### src/hdl/masku_pkg.sv
package masku_pkg;

  //////////////////////////////
  // Datapath widths
  //////////////////////////////

  // Lane word width in bits
  parameter int unsigned ELEN = 64;
  // Bytes per lane word
  parameter int unsigned ELENB = ELEN / 8;
  // Vector length field, max vl is 1024
  parameter int unsigned VL_WIDTH = 11;
  // Register file word address
  parameter int unsigned ADDR_WIDTH = 8;
  // Instruction id
  parameter int unsigned ID_WIDTH = 3;
  // Entries in each lane result queue
  parameter int unsigned RESULT_QUEUE_DEPTH = 2;

  //////////////////////////////
  // Opcodes
  //////////////////////////////

  // Mask-logical family, A is source one and B is source two
  typedef enum logic [2:0] {
    VMANDNOT = 3'd0,
    VMAND    = 3'd1,
    VMOR     = 3'd2,
    VMXOR    = 3'd3,
    VMORNOT  = 3'd4,
    VMNAND   = 3'd5,
    VMNOR    = 3'd6,
    VMXNOR   = 3'd7
  } mask_op_e;

  //////////////////////////////
  // FSM states
  //////////////////////////////

  // Issue unit, one instruction in flight
  typedef enum logic [1:0] {
    IDLE  = 2'd0,
    RUN   = 2'd1,
    DRAIN = 2'd2
  } issue_state_e;

endpackage

### src/hdl/masku_issue.sv
`timescale 1ns/1ps

module masku_issue #(
  parameter int unsigned NR_LANES = 2
) (
  input  logic                                clk_i,
  input  logic                                rst_ni,
  input  logic                                req_valid_i,
  input  masku_pkg::mask_op_e                 req_op_i,
  input  logic [masku_pkg::VL_WIDTH-1:0]      req_vl_i,
  input  logic [masku_pkg::ADDR_WIDTH-1:0]    req_vd_i,
  input  logic [masku_pkg::ID_WIDTH-1:0]      req_id_i,
  input  logic [NR_LANES-1:0]                 operand_valid_i,
  input  logic [NR_LANES-1:0]                 queue_room_i,
  input  logic                                commit_done_i,
  output logic                                req_ready_o,
  output logic                                operand_ready_o,
  output logic                                beat_o,
  output masku_pkg::mask_op_e                 beat_op_o,
  output logic [masku_pkg::ADDR_WIDTH-1:0]    beat_addr_o,
  output logic [masku_pkg::VL_WIDTH-1:0]      beat_rem_o,
  output logic [masku_pkg::VL_WIDTH-1:0]      total_beats_o,
  output logic [masku_pkg::ID_WIDTH-1:0]      inst_id_o
);

  // Bits consumed by one beat across all lanes
  localparam int unsigned BEAT_BITS  = masku_pkg::ELEN * NR_LANES;
  localparam int unsigned BEAT_SHIFT = $clog2(BEAT_BITS);
  localparam int unsigned VLW        = masku_pkg::VL_WIDTH;

  masku_pkg::issue_state_e state_q, state_d;

  // Instruction register
  masku_pkg::mask_op_e              op_q;
  logic [masku_pkg::ADDR_WIDTH-1:0] vd_q;
  logic [masku_pkg::ID_WIDTH-1:0]   id_q;
  logic [VLW-1:0]                   total_q;

  // Progress counters
  logic [VLW-1:0] rem_q;
  logic [VLW-1:0] beat_cnt_q;

  logic [VLW:0]   vl_round;
  logic [VLW-1:0] beats_calc;
  logic           accept;
  logic           last_beat;

  //////////////////////////////
  // Handshakes
  //////////////////////////////

  assign req_ready_o = (state_q == masku_pkg::IDLE);
  assign accept      = req_ready_o & req_valid_i;

  // Every lane must present its words and have queue room
  assign operand_ready_o = (state_q == masku_pkg::RUN) & (&operand_valid_i) & (&queue_room_i);
  assign beat_o          = operand_ready_o;
  assign last_beat       = beat_o & (beat_cnt_q == total_q - VLW'(1));

  // Ceiling of vl over the beat width, vl of zero still takes one beat
  assign vl_round   = {1'b0, req_vl_i} + (VLW + 1)'(BEAT_BITS - 1);
  assign beats_calc = (req_vl_i == '0) ? VLW'(1) : VLW'(vl_round >> BEAT_SHIFT);

  // Broadcast to the slices
  assign beat_op_o     = op_q;
  assign beat_addr_o   = vd_q + beat_cnt_q[masku_pkg::ADDR_WIDTH-1:0];
  assign beat_rem_o    = rem_q;
  assign total_beats_o = total_q;
  assign inst_id_o     = id_q;

  //////////////////////////////
  // FSM
  //////////////////////////////

  always_comb begin
    state_d = state_q;
    case (state_q)
      masku_pkg::IDLE:  if (accept) state_d = masku_pkg::RUN;
      masku_pkg::RUN:   if (last_beat) state_d = masku_pkg::DRAIN;
      masku_pkg::DRAIN: if (commit_done_i) state_d = masku_pkg::IDLE;
      default:          state_d = masku_pkg::IDLE;
    endcase
  end

  always_ff @(posedge clk_i or negedge rst_ni) begin
    if (!rst_ni) begin
      state_q    <= masku_pkg::IDLE;
      rem_q      <= '0;
      beat_cnt_q <= '0;
    end else begin
      state_q <= state_d;
      if (accept) begin
        rem_q      <= req_vl_i;
        beat_cnt_q <= '0;
      end else if (beat_o) begin
        beat_cnt_q <= beat_cnt_q + VLW'(1);
        // Saturate at zero on the tail beat
        rem_q      <= (rem_q > VLW'(BEAT_BITS)) ? rem_q - VLW'(BEAT_BITS) : '0;
      end
    end
  end

  // Latched at acceptance
  always_ff @(posedge clk_i) begin
    if (accept) begin
      op_q    <= req_op_i;
      vd_q    <= req_vd_i;
      id_q    <= req_id_i;
      total_q <= beats_calc;
    end
  end

endmodule

### src/hdl/masku_lane_slice.sv
`timescale 1ns/1ps

module masku_lane_slice #(
  parameter int unsigned LANE_IDX = 0,
  parameter int unsigned NR_LANES = 2
) (
  input  logic                                clk_i,
  input  logic                                rst_ni,
  input  logic                                beat_i,
  input  masku_pkg::mask_op_e                 beat_op_i,
  input  logic [masku_pkg::ADDR_WIDTH-1:0]    beat_addr_i,
  input  logic [masku_pkg::VL_WIDTH-1:0]      beat_rem_i,
  input  logic [masku_pkg::ELEN-1:0]          operand_a_i,
  input  logic [masku_pkg::ELEN-1:0]          operand_b_i,
  input  logic [masku_pkg::ELEN-1:0]          operand_vd_i,
  input  logic                                result_gnt_i,
  output logic                                queue_room_o,
  output logic                                pop_o,
  output logic                                result_req_o,
  output logic [masku_pkg::ADDR_WIDTH-1:0]    result_addr_o,
  output logic [masku_pkg::ELEN-1:0]          result_wdata_o,
  output logic [masku_pkg::ELENB-1:0]         result_be_o
);

  localparam int unsigned ELEN      = masku_pkg::ELEN;
  localparam int unsigned VLW       = masku_pkg::VL_WIDTH;
  localparam int unsigned DEPTH     = masku_pkg::RESULT_QUEUE_DEPTH;
  localparam int unsigned PTR_W     = $clog2(DEPTH);
  localparam int unsigned CNT_W     = $clog2(DEPTH + 1);
  localparam int unsigned SHARE_W   = $clog2(ELEN) + 1;
  localparam int unsigned BEAT_BITS = ELEN * NR_LANES;
  localparam int unsigned LANE_OFS  = LANE_IDX * ELEN;

  logic [VLW-1:0]                beat_bits;
  logic [SHARE_W-1:0]            share;
  logic [ELEN-1:0]               bit_en;
  logic [ELEN-1:0]               op_res;
  logic [ELEN-1:0]               merged;
  logic [masku_pkg::ELENB-1:0]   byte_en;

  //////////////////////////////
  // Tail enable
  //////////////////////////////

  // Bits of this beat, then this lane's slice of them
  assign beat_bits = (beat_rem_i > VLW'(BEAT_BITS)) ? VLW'(BEAT_BITS) : beat_rem_i;

  always_comb begin
    if (beat_bits <= VLW'(LANE_OFS)) begin
      share = '0;
    end else if (beat_bits - VLW'(LANE_OFS) >= VLW'(ELEN)) begin
      share = SHARE_W'(ELEN);
    end else begin
      share = SHARE_W'(beat_bits - VLW'(LANE_OFS));
    end
  end

  // Thermometer of the active bits
  always_comb begin
    for (int i = 0; i < ELEN; i++) begin
      bit_en[i] = (i < int'(share));
    end
  end

  // Byte is written if it holds any active bit
  always_comb begin
    for (int b = 0; b < masku_pkg::ELENB; b++) begin
      byte_en[b] = |bit_en[8*b +: 8];
    end
  end

  //////////////////////////////
  // Logic op and merge
  //////////////////////////////

  always_comb begin
    op_res = '0;
    case (beat_op_i)
      masku_pkg::VMANDNOT: op_res = operand_a_i & ~operand_b_i;
      masku_pkg::VMAND:    op_res = operand_a_i & operand_b_i;
      masku_pkg::VMOR:     op_res = operand_a_i | operand_b_i;
      masku_pkg::VMXOR:    op_res = operand_a_i ^ operand_b_i;
      masku_pkg::VMORNOT:  op_res = operand_a_i | ~operand_b_i;
      masku_pkg::VMNAND:   op_res = ~(operand_a_i & operand_b_i);
      masku_pkg::VMNOR:    op_res = ~(operand_a_i | operand_b_i);
      masku_pkg::VMXNOR:   op_res = ~(operand_a_i ^ operand_b_i);
      default:             op_res = '0;
    endcase
  end

  // Old destination bits survive above vl
  assign merged = (op_res & bit_en) | (operand_vd_i & ~bit_en);

  //////////////////////////////
  // Result queue
  //////////////////////////////

  logic [masku_pkg::ADDR_WIDTH-1:0] q_addr  [DEPTH];
  logic [ELEN-1:0]                  q_wdata [DEPTH];
  logic [masku_pkg::ELENB-1:0]      q_be    [DEPTH];
  logic [PTR_W-1:0]                 rd_ptr_q, wr_ptr_q;
  logic [CNT_W-1:0]                 cnt_q;

  assign queue_room_o   = (cnt_q != CNT_W'(DEPTH));
  assign result_req_o   = (cnt_q != '0);
  assign pop_o          = result_req_o & result_gnt_i;
  assign result_addr_o  = q_addr[rd_ptr_q];
  assign result_wdata_o = q_wdata[rd_ptr_q];
  assign result_be_o    = q_be[rd_ptr_q];

  always_ff @(posedge clk_i or negedge rst_ni) begin
    if (!rst_ni) begin
      rd_ptr_q <= '0;
      wr_ptr_q <= '0;
      cnt_q    <= '0;
    end else begin
      if (beat_i) begin
        wr_ptr_q <= (wr_ptr_q == PTR_W'(DEPTH - 1)) ? '0 : wr_ptr_q + PTR_W'(1);
      end
      if (pop_o) begin
        rd_ptr_q <= (rd_ptr_q == PTR_W'(DEPTH - 1)) ? '0 : rd_ptr_q + PTR_W'(1);
      end
      // Simultaneous push and pop keeps the count
      cnt_q <= cnt_q + CNT_W'(beat_i) - CNT_W'(pop_o);
    end
  end

  always_ff @(posedge clk_i) begin
    if (beat_i) begin
      q_addr[wr_ptr_q]  <= beat_addr_i;
      q_wdata[wr_ptr_q] <= merged;
      q_be[wr_ptr_q]    <= byte_en;
    end
  end

endmodule

### src/hdl/masku_commit.sv
`timescale 1ns/1ps

module masku_commit #(
  parameter int unsigned NR_LANES = 2
) (
  input  logic                              clk_i,
  input  logic                              rst_ni,
  input  logic [NR_LANES-1:0]               pop_i,
  input  logic [masku_pkg::VL_WIDTH-1:0]    total_beats_i,
  input  logic [masku_pkg::ID_WIDTH-1:0]    inst_id_i,
  input  logic                              active_i,
  output logic                              done_o,
  output logic [masku_pkg::ID_WIDTH-1:0]    done_id_o,
  output logic                              commit_done_o
);

  localparam int unsigned VLW = masku_pkg::VL_WIDTH;

  // Words written so far, one counter per lane
  logic [VLW-1:0] cnt_q [NR_LANES];
  logic           all_written;

  //////////////////////////////
  // Completion check
  //////////////////////////////

  always_comb begin
    all_written = 1'b1;
    for (int l = 0; l < NR_LANES; l++) begin
      if (cnt_q[l] != total_beats_i) all_written = 1'b0;
    end
  end

  // Issue unit leaves DRAIN on this
  assign commit_done_o = active_i & all_written;

  always_ff @(posedge clk_i or negedge rst_ni) begin
    if (!rst_ni) begin
      for (int l = 0; l < NR_LANES; l++) begin
        cnt_q[l] <= '0;
      end
    end else begin
      for (int l = 0; l < NR_LANES; l++) begin
        if (commit_done_o) begin
          cnt_q[l] <= '0;
        end else if (pop_i[l]) begin
          cnt_q[l] <= cnt_q[l] + VLW'(1);
        end
      end
    end
  end

  // One-cycle done pulse with the instruction id
  always_ff @(posedge clk_i or negedge rst_ni) begin
    if (!rst_ni) begin
      done_o    <= 1'b0;
      done_id_o <= '0;
    end else begin
      done_o <= commit_done_o;
      if (commit_done_o) done_id_o <= inst_id_i;
    end
  end

endmodule

### src/hdl/masku_top.sv
`timescale 1ns/1ps

module masku_top #(
  parameter int unsigned NR_LANES = 2
) (
  input  logic                                              clk_i,
  input  logic                                              rst_ni,
  // Sequencer request
  input  logic                                              req_valid_i,
  output logic                                              req_ready_o,
  input  masku_pkg::mask_op_e                               req_op_i,
  input  logic [masku_pkg::VL_WIDTH-1:0]                    req_vl_i,
  input  logic [masku_pkg::ADDR_WIDTH-1:0]                  req_vd_i,
  input  logic [masku_pkg::ID_WIDTH-1:0]                    req_id_i,
  // Operand words, one set per lane
  input  logic [NR_LANES-1:0][masku_pkg::ELEN-1:0]          operand_a_i,
  input  logic [NR_LANES-1:0][masku_pkg::ELEN-1:0]          operand_b_i,
  input  logic [NR_LANES-1:0][masku_pkg::ELEN-1:0]          operand_vd_i,
  input  logic [NR_LANES-1:0]                               operand_valid_i,
  output logic                                              operand_ready_o,
  // Register file writes
  output logic [NR_LANES-1:0]                               result_req_o,
  output logic [NR_LANES-1:0][masku_pkg::ADDR_WIDTH-1:0]    result_addr_o,
  output logic [NR_LANES-1:0][masku_pkg::ELEN-1:0]          result_wdata_o,
  output logic [NR_LANES-1:0][masku_pkg::ELENB-1:0]         result_be_o,
  input  logic [NR_LANES-1:0]                               result_gnt_i,
  // Completion
  output logic                                              done_o,
  output logic [masku_pkg::ID_WIDTH-1:0]                    done_id_o
);

  // Issue broadcast
  logic                             beat;
  masku_pkg::mask_op_e              beat_op;
  logic [masku_pkg::ADDR_WIDTH-1:0] beat_addr;
  logic [masku_pkg::VL_WIDTH-1:0]   beat_rem;
  logic [masku_pkg::VL_WIDTH-1:0]   total_beats;
  logic [masku_pkg::ID_WIDTH-1:0]   inst_id;
  logic                             commit_done;

  // Per-lane status back from the slices
  logic [NR_LANES-1:0]              queue_room;
  logic [NR_LANES-1:0]              pop;

  masku_issue #(.NR_LANES(NR_LANES)) masku_issue_inst (
    .clk_i, .rst_ni, .req_valid_i, .req_op_i, .req_vl_i, .req_vd_i, .req_id_i,
    .operand_valid_i,
    .queue_room_i   (queue_room),
    .commit_done_i  (commit_done),
    .req_ready_o, .operand_ready_o,
    .beat_o         (beat),
    .beat_op_o      (beat_op),
    .beat_addr_o    (beat_addr),
    .beat_rem_o     (beat_rem),
    .total_beats_o  (total_beats),
    .inst_id_o      (inst_id)
  );

  //////////////////////////////
  // Lane slices
  //////////////////////////////

  for (genvar l = 0; l < NR_LANES; l++) begin : gen_lanes
    masku_lane_slice #(.LANE_IDX(l), .NR_LANES(NR_LANES)) masku_lane_slice_inst (
      .clk_i, .rst_ni,
      .beat_i         (beat),
      .beat_op_i      (beat_op),
      .beat_addr_i    (beat_addr),
      .beat_rem_i     (beat_rem),
      .operand_a_i    (operand_a_i[l]),
      .operand_b_i    (operand_b_i[l]),
      .operand_vd_i   (operand_vd_i[l]),
      .result_gnt_i   (result_gnt_i[l]),
      .queue_room_o   (queue_room[l]),
      .pop_o          (pop[l]),
      .result_req_o   (result_req_o[l]),
      .result_addr_o  (result_addr_o[l]),
      .result_wdata_o (result_wdata_o[l]),
      .result_be_o    (result_be_o[l])
    );
  end

  // Issue is busy whenever it refuses requests
  masku_commit #(.NR_LANES(NR_LANES)) masku_commit_inst (
    .clk_i, .rst_ni,
    .pop_i         (pop),
    .total_beats_i (total_beats),
    .inst_id_i     (inst_id),
    .active_i      (~req_ready_o),
    .done_o, .done_id_o,
    .commit_done_o (commit_done)
  );

endmodule

### config.mk
export PLATFORM = sky130hd
export DESIGN_NAME = masku_top
export DESIGN_NICKNAME = d
export VERILOG_FILES = /design/src/hdl/masku_pkg.sv /design/src/hdl/masku_issue.sv /design/src/hdl/masku_lane_slice.sv /design/src/hdl/masku_commit.sv /design/src/hdl/masku_top.sv
export SDC_FILE = /design/constraint.sdc
export NUM_CORES = 1
export LEC_CHECK = 0
export BUFFER_PORTS_ARGS = -buffer_cell sky130_fd_sc_hd__buf_2
export CAP_MARGIN = 5
export CORE_ASPECT_RATIO = 0.9
export CORE_MARGIN = 2
export CORE_UTILIZATION = 55
export DETAILED_ROUTE_END_ITERATION = 7
export PLACE_DENSITY = 0.79
export SETUP_SLACK_MARGIN = 0.3
export SYNTH_ARGS = -nofsm -noshare
export SYNTH_HDL_FRONTEND = slang
export SYNTH_SLANG_ARGS = --single-unit
### constraint.sdc
create_clock -name clk_i -period 11.4 [get_ports clk_i]
set_input_delay 3.42 -clock clk_i [delete_from_list [all_inputs] [get_ports clk_i]]
set_output_delay 3.42 -clock clk_i [all_outputs]
set_load 0.05 [all_outputs]
==> results.py <==
metrics = {
    "power": {
        "vdd_ir_drop_max_mv": 0.103,
        "combPwrFrac_pct": 23.9,
        "seq_power_share_pct": 42.4,
        "internal_power_mw": 2.65,
        "switching_power_mw": 1.21,
        "fin_total_pwr_mw": 3.86,
        "p_sw_share_pct": 31.4,
        "pwr_density_cell_nw_per_um2": 102,
        "p_clk_share_pct": 33.6,
        "p_leak_nw": 17.5,
    },
    "placed_design": {
        "hpwl_microns": 82600,
        "placed_cell_area_sq_um": 36200,
        "place.gp.congestion": 0.962,
        "dp_slack_ps": 3080,
        "port_buffers": 583,
    },
    "critical_path": {
        "r2r_end": "gen_lanes[1].masku_lane_slice_inst.q_wdata[0][35]",
        "end_kind": "primary output",
        "crit_chain": "buf_2 > nand4b_1 > a221o_1 > inv_1 > buf_2",
        "cp_max_fo": 12,
        "r2r_slack_ps": 6660,
        "cpMaxStageDelayCell": "a221o_1",
        "worstPathRequired_ps": 7980,
        "timing.rr.start": "masku_issue_inst.beat_rem_o[8]",
        "crit_arrival_ps": 4900,
        "critical_path.max_stage_delay_ps": 520,
        "criticalPathCategory": "primary input to primary output",
        "critPathLaunchType": "primary input",
        "rr_worst_depth": 11,
        "crit_top_cell": "buf_2",
    },
    "final_layout": {
        "fillCellCount": 4686,
        "multi_input_area_sq_um": 19200,
        "fin_area_sq_um": 37700,
        "post-route-util_pct": 64.1,
        "seqCellArea_sq_um": 11600,
        "fin_nets": 4665,
        "drive_gt1_share_pct": 24.7,
        "area_growth_pct": 14.9,
    },
    "sta": {
        "setup_viol_count_final": 0,
        "final_max_slew_viol_count": 0,
        "fin_skew_ps": 27.6,
        "period_minus_slack_ps": 8320,
        "final_hold_viol_count": 0,
        "rsz0062_at_grt": "false",
        "max_freq_mhz": 120,
        "slew-limit-headroom_pct": 11.6,
        "tightest_slew_ps": 1310,
        "tns_ps": 0,
        "layout_setup_ws_ps": 3080,
        "fin_crit_sh_pct": 73.0,
    },
    "synthesis": {
        "yosysMostFrequentCell": "ha_1",
        "synth-seq-area-share_pct": 35.5,
        "ys_seq_elements": 397,
        "synth_top_area_share_pct": 31.0,
        "synthTopCellsByArea": "edfxtp_1, ha_1, mux2_2",
        "syn_inst": 3256,
        "synth.avg_cell_area_sq_um": 10.1,
        "synth_area_sq_um": 32800,
        "synth_nets": 4206,
        "yosysWarnings": 0,
        "synthArstFlopShare_pct": 14.6,
        "yosysTopAreaCell": "edfxtp_1",
        "synth_edf_count": 339,
        "ys_types": 69,
        "ys.flop_type": "edfxtp_1",
        "synthTopCellsByCount": "ha_1, edfxtp_1, inv_1",
    },
    "grt": {
        "grt_max_degree": 174,
        "antenna_found_initial": 81,
        "track_usage_pct": 34.2,
        "grt_pass1_wl_microns": 156000,
        "overflow": 0,
        "grt_pass1_vias": 25200,
    },
    "clock_network": {
        "cts.clk_slew.worst_paths_ps": 60,
        "post_cts_resized": 0,
        "postCtsHoldBufs": 0,
        "clk_latency_ps": 580,
        "cts_root_buf": "clkbuf_16",
        "htree_levels": 2,
        "postCtsSetupBuffers": 0,
        "clock_sinks": 397,
        "clockBufferDepth": 3,
        "cts_tree": "built",
        "cts-buffers-inserted": 41,
    },
    "floorplan": {
        "die_height_microns": 236,
        "initial_core_util_pct": 55.8,
        "rows": 84,
        "die_w_microns": 261,
        "die_area_sq_um": 61600,
        "fp.coreArea_sq_um": 58800,
        "io_pins": 584,
    },
    "run_status": {
        "status": "complete, no violations",
    },
    "min_path": {
        "whs_endpoint": "masku_commit_inst.cnt_q[10]",
        "hp-class": "flip-flop to flip-flop",
        "min_path_cells": 1,
        "hp-start": "masku_commit_inst.cnt_q[10]",
    },
    "drt": {
        "final_antenna_net_count": 0,
        "drt_pre_antenna_iters": 6,
        "drc": 0,
        "wire_per_inst_microns": 23.9,
        "drt-total-wl_microns": 110000,
        "vias_per_cell": 5.92,
        "num_vias": 27200,
        "dr.first_iter.drc_count": 3056,
    },
    "run": {
        "max_cap_viol_count": 0,
    },
}
cell usage in the layout, fill, tap and decap left out, types with 119 or more instances in the layout:
| cell type | instances |
|---|---|
| buf_2 | 583 |
| ha_1 | 533 |
| edfxtp_1 | 339 |
| inv_1 | 324 |
| a21oi_1 | 244 |
| nor2_1 | 234 |
| mux2_2 | 209 |
| xor2_1 | 177 |
| o21ai_0 | 162 |
| nand2_1 | 131 |
| xnor2_1 | 119 |
routing by layer:
layer,share of wire [%],vias up,wire length [microns],global-route usage [%]
li1,-,12400,-,-
met1,40,13000,44100,46.1
met2,44,1509,48500,52.1
met3,10,281,11300,7.30
met4,5.2,24,5710,16.4
met5,0.13,-,140,0
critical path: cells and delay by family:
family	cells	cell delay, ps
buffers and inverters	3	850
AO/OA/AOI/OAI	1	520
AND/OR/NAND/NOR	1	110
per-stage QoR:
stage               hold slack (ps)  instances
CTS                             487       4522
detailed placement              473       4446
finish                          485       4591
floorplan                       446       3256
global route                    501       4572
global placement                459       4446
power groups by stage:
stage | combinational [mW] | sequential, mW | clock (mW)
4_1_cts | 0.917 | 1.64 | 1.30
2_1_floorplan | 0.657 | 1.63 | 0
5_1_grt | 0.989 | 1.64 | 1.35
3_5_place_dp | 0.910 | 1.67 | 0
3_3_place_gp | 0.890 | 1.66 | 0
6_report | 0.923 | 1.64 | 1.30
cell type report:
type	count	share of cell area (%)
antenna	69	0.458
clock buffer	55	2.97
clock inverter	21	0.432
inverter	324	3.23
multi-input combinational	2333	50.9
sequential	397	30.9
tap	774	2.57
timing repair buffer	618	8.54
logic make-up (layout without fill, tap and decap cells):
logic type | Yosys count | count (layout) | synth area share, %
xor+xnor | 296 | 296 | 7.90
flops | 397 | 397 | 35.5
compound gates | 746 | 746 | 14.6
other cells | 0 | 69 | 0
simple gates | 499 | 499 | 6.79
mux | 258 | 258 | 8.68
fa+ha+maj | 534 | 534 | 20.4
buf+inv | 526 | 1018 | 6.20
sequential cells by signal, summed over array words and instances, names as in the netlist:
register,cells
gen_lanes.masku_lane_slice_inst.q_addr,32
masku_issue_inst.state_q,2
masku_issue_inst.beat_op_o,3
masku_issue_inst.inst_id_o,3
masku_commit_inst.done_id_o,3
gen_lanes.masku_lane_slice_inst.cnt_q,4
masku_commit_inst.cnt_q,22
masku_issue_inst.beat_rem_o,11
gen_lanes.masku_lane_slice_inst.q_wdata,256
masku_issue_inst.beat_cnt_q,11
masku_issue_inst.vd_q,8
gen_lanes.masku_lane_slice_inst.q_be,32
masku_issue_inst.total_beats_o,5
gen_lanes.masku_lane_slice_inst.wr_ptr_q,2
gen_lanes.masku_lane_slice_inst.rd_ptr_q,2
masku_commit_inst.done_o,1
worst max-delay path by stage:
| stage | start | end | slack [ps] | cells past startpoint |
|---|---|---|---|---|
| 2_1_floorplan | operand_valid_i[0] | operand_ready_o | 3490 | 4 |
| 3_3_place_gp | operand_valid_i[0] | operand_ready_o | 3080 | 5 |
| 5_1_grt | operand_valid_i[1] | operand_ready_o | 2980 | 5 |
| 4_1_cts | operand_valid_i[0] | operand_ready_o | 3070 | 5 |
| 6_report | operand_valid_i[1] | operand_ready_o | 3080 | 5 |
| 3_5_place_dp | operand_valid_i[0] | operand_ready_o | 3080 | 5 |
No activity file was read; power rests on OpenSTA's default activity.
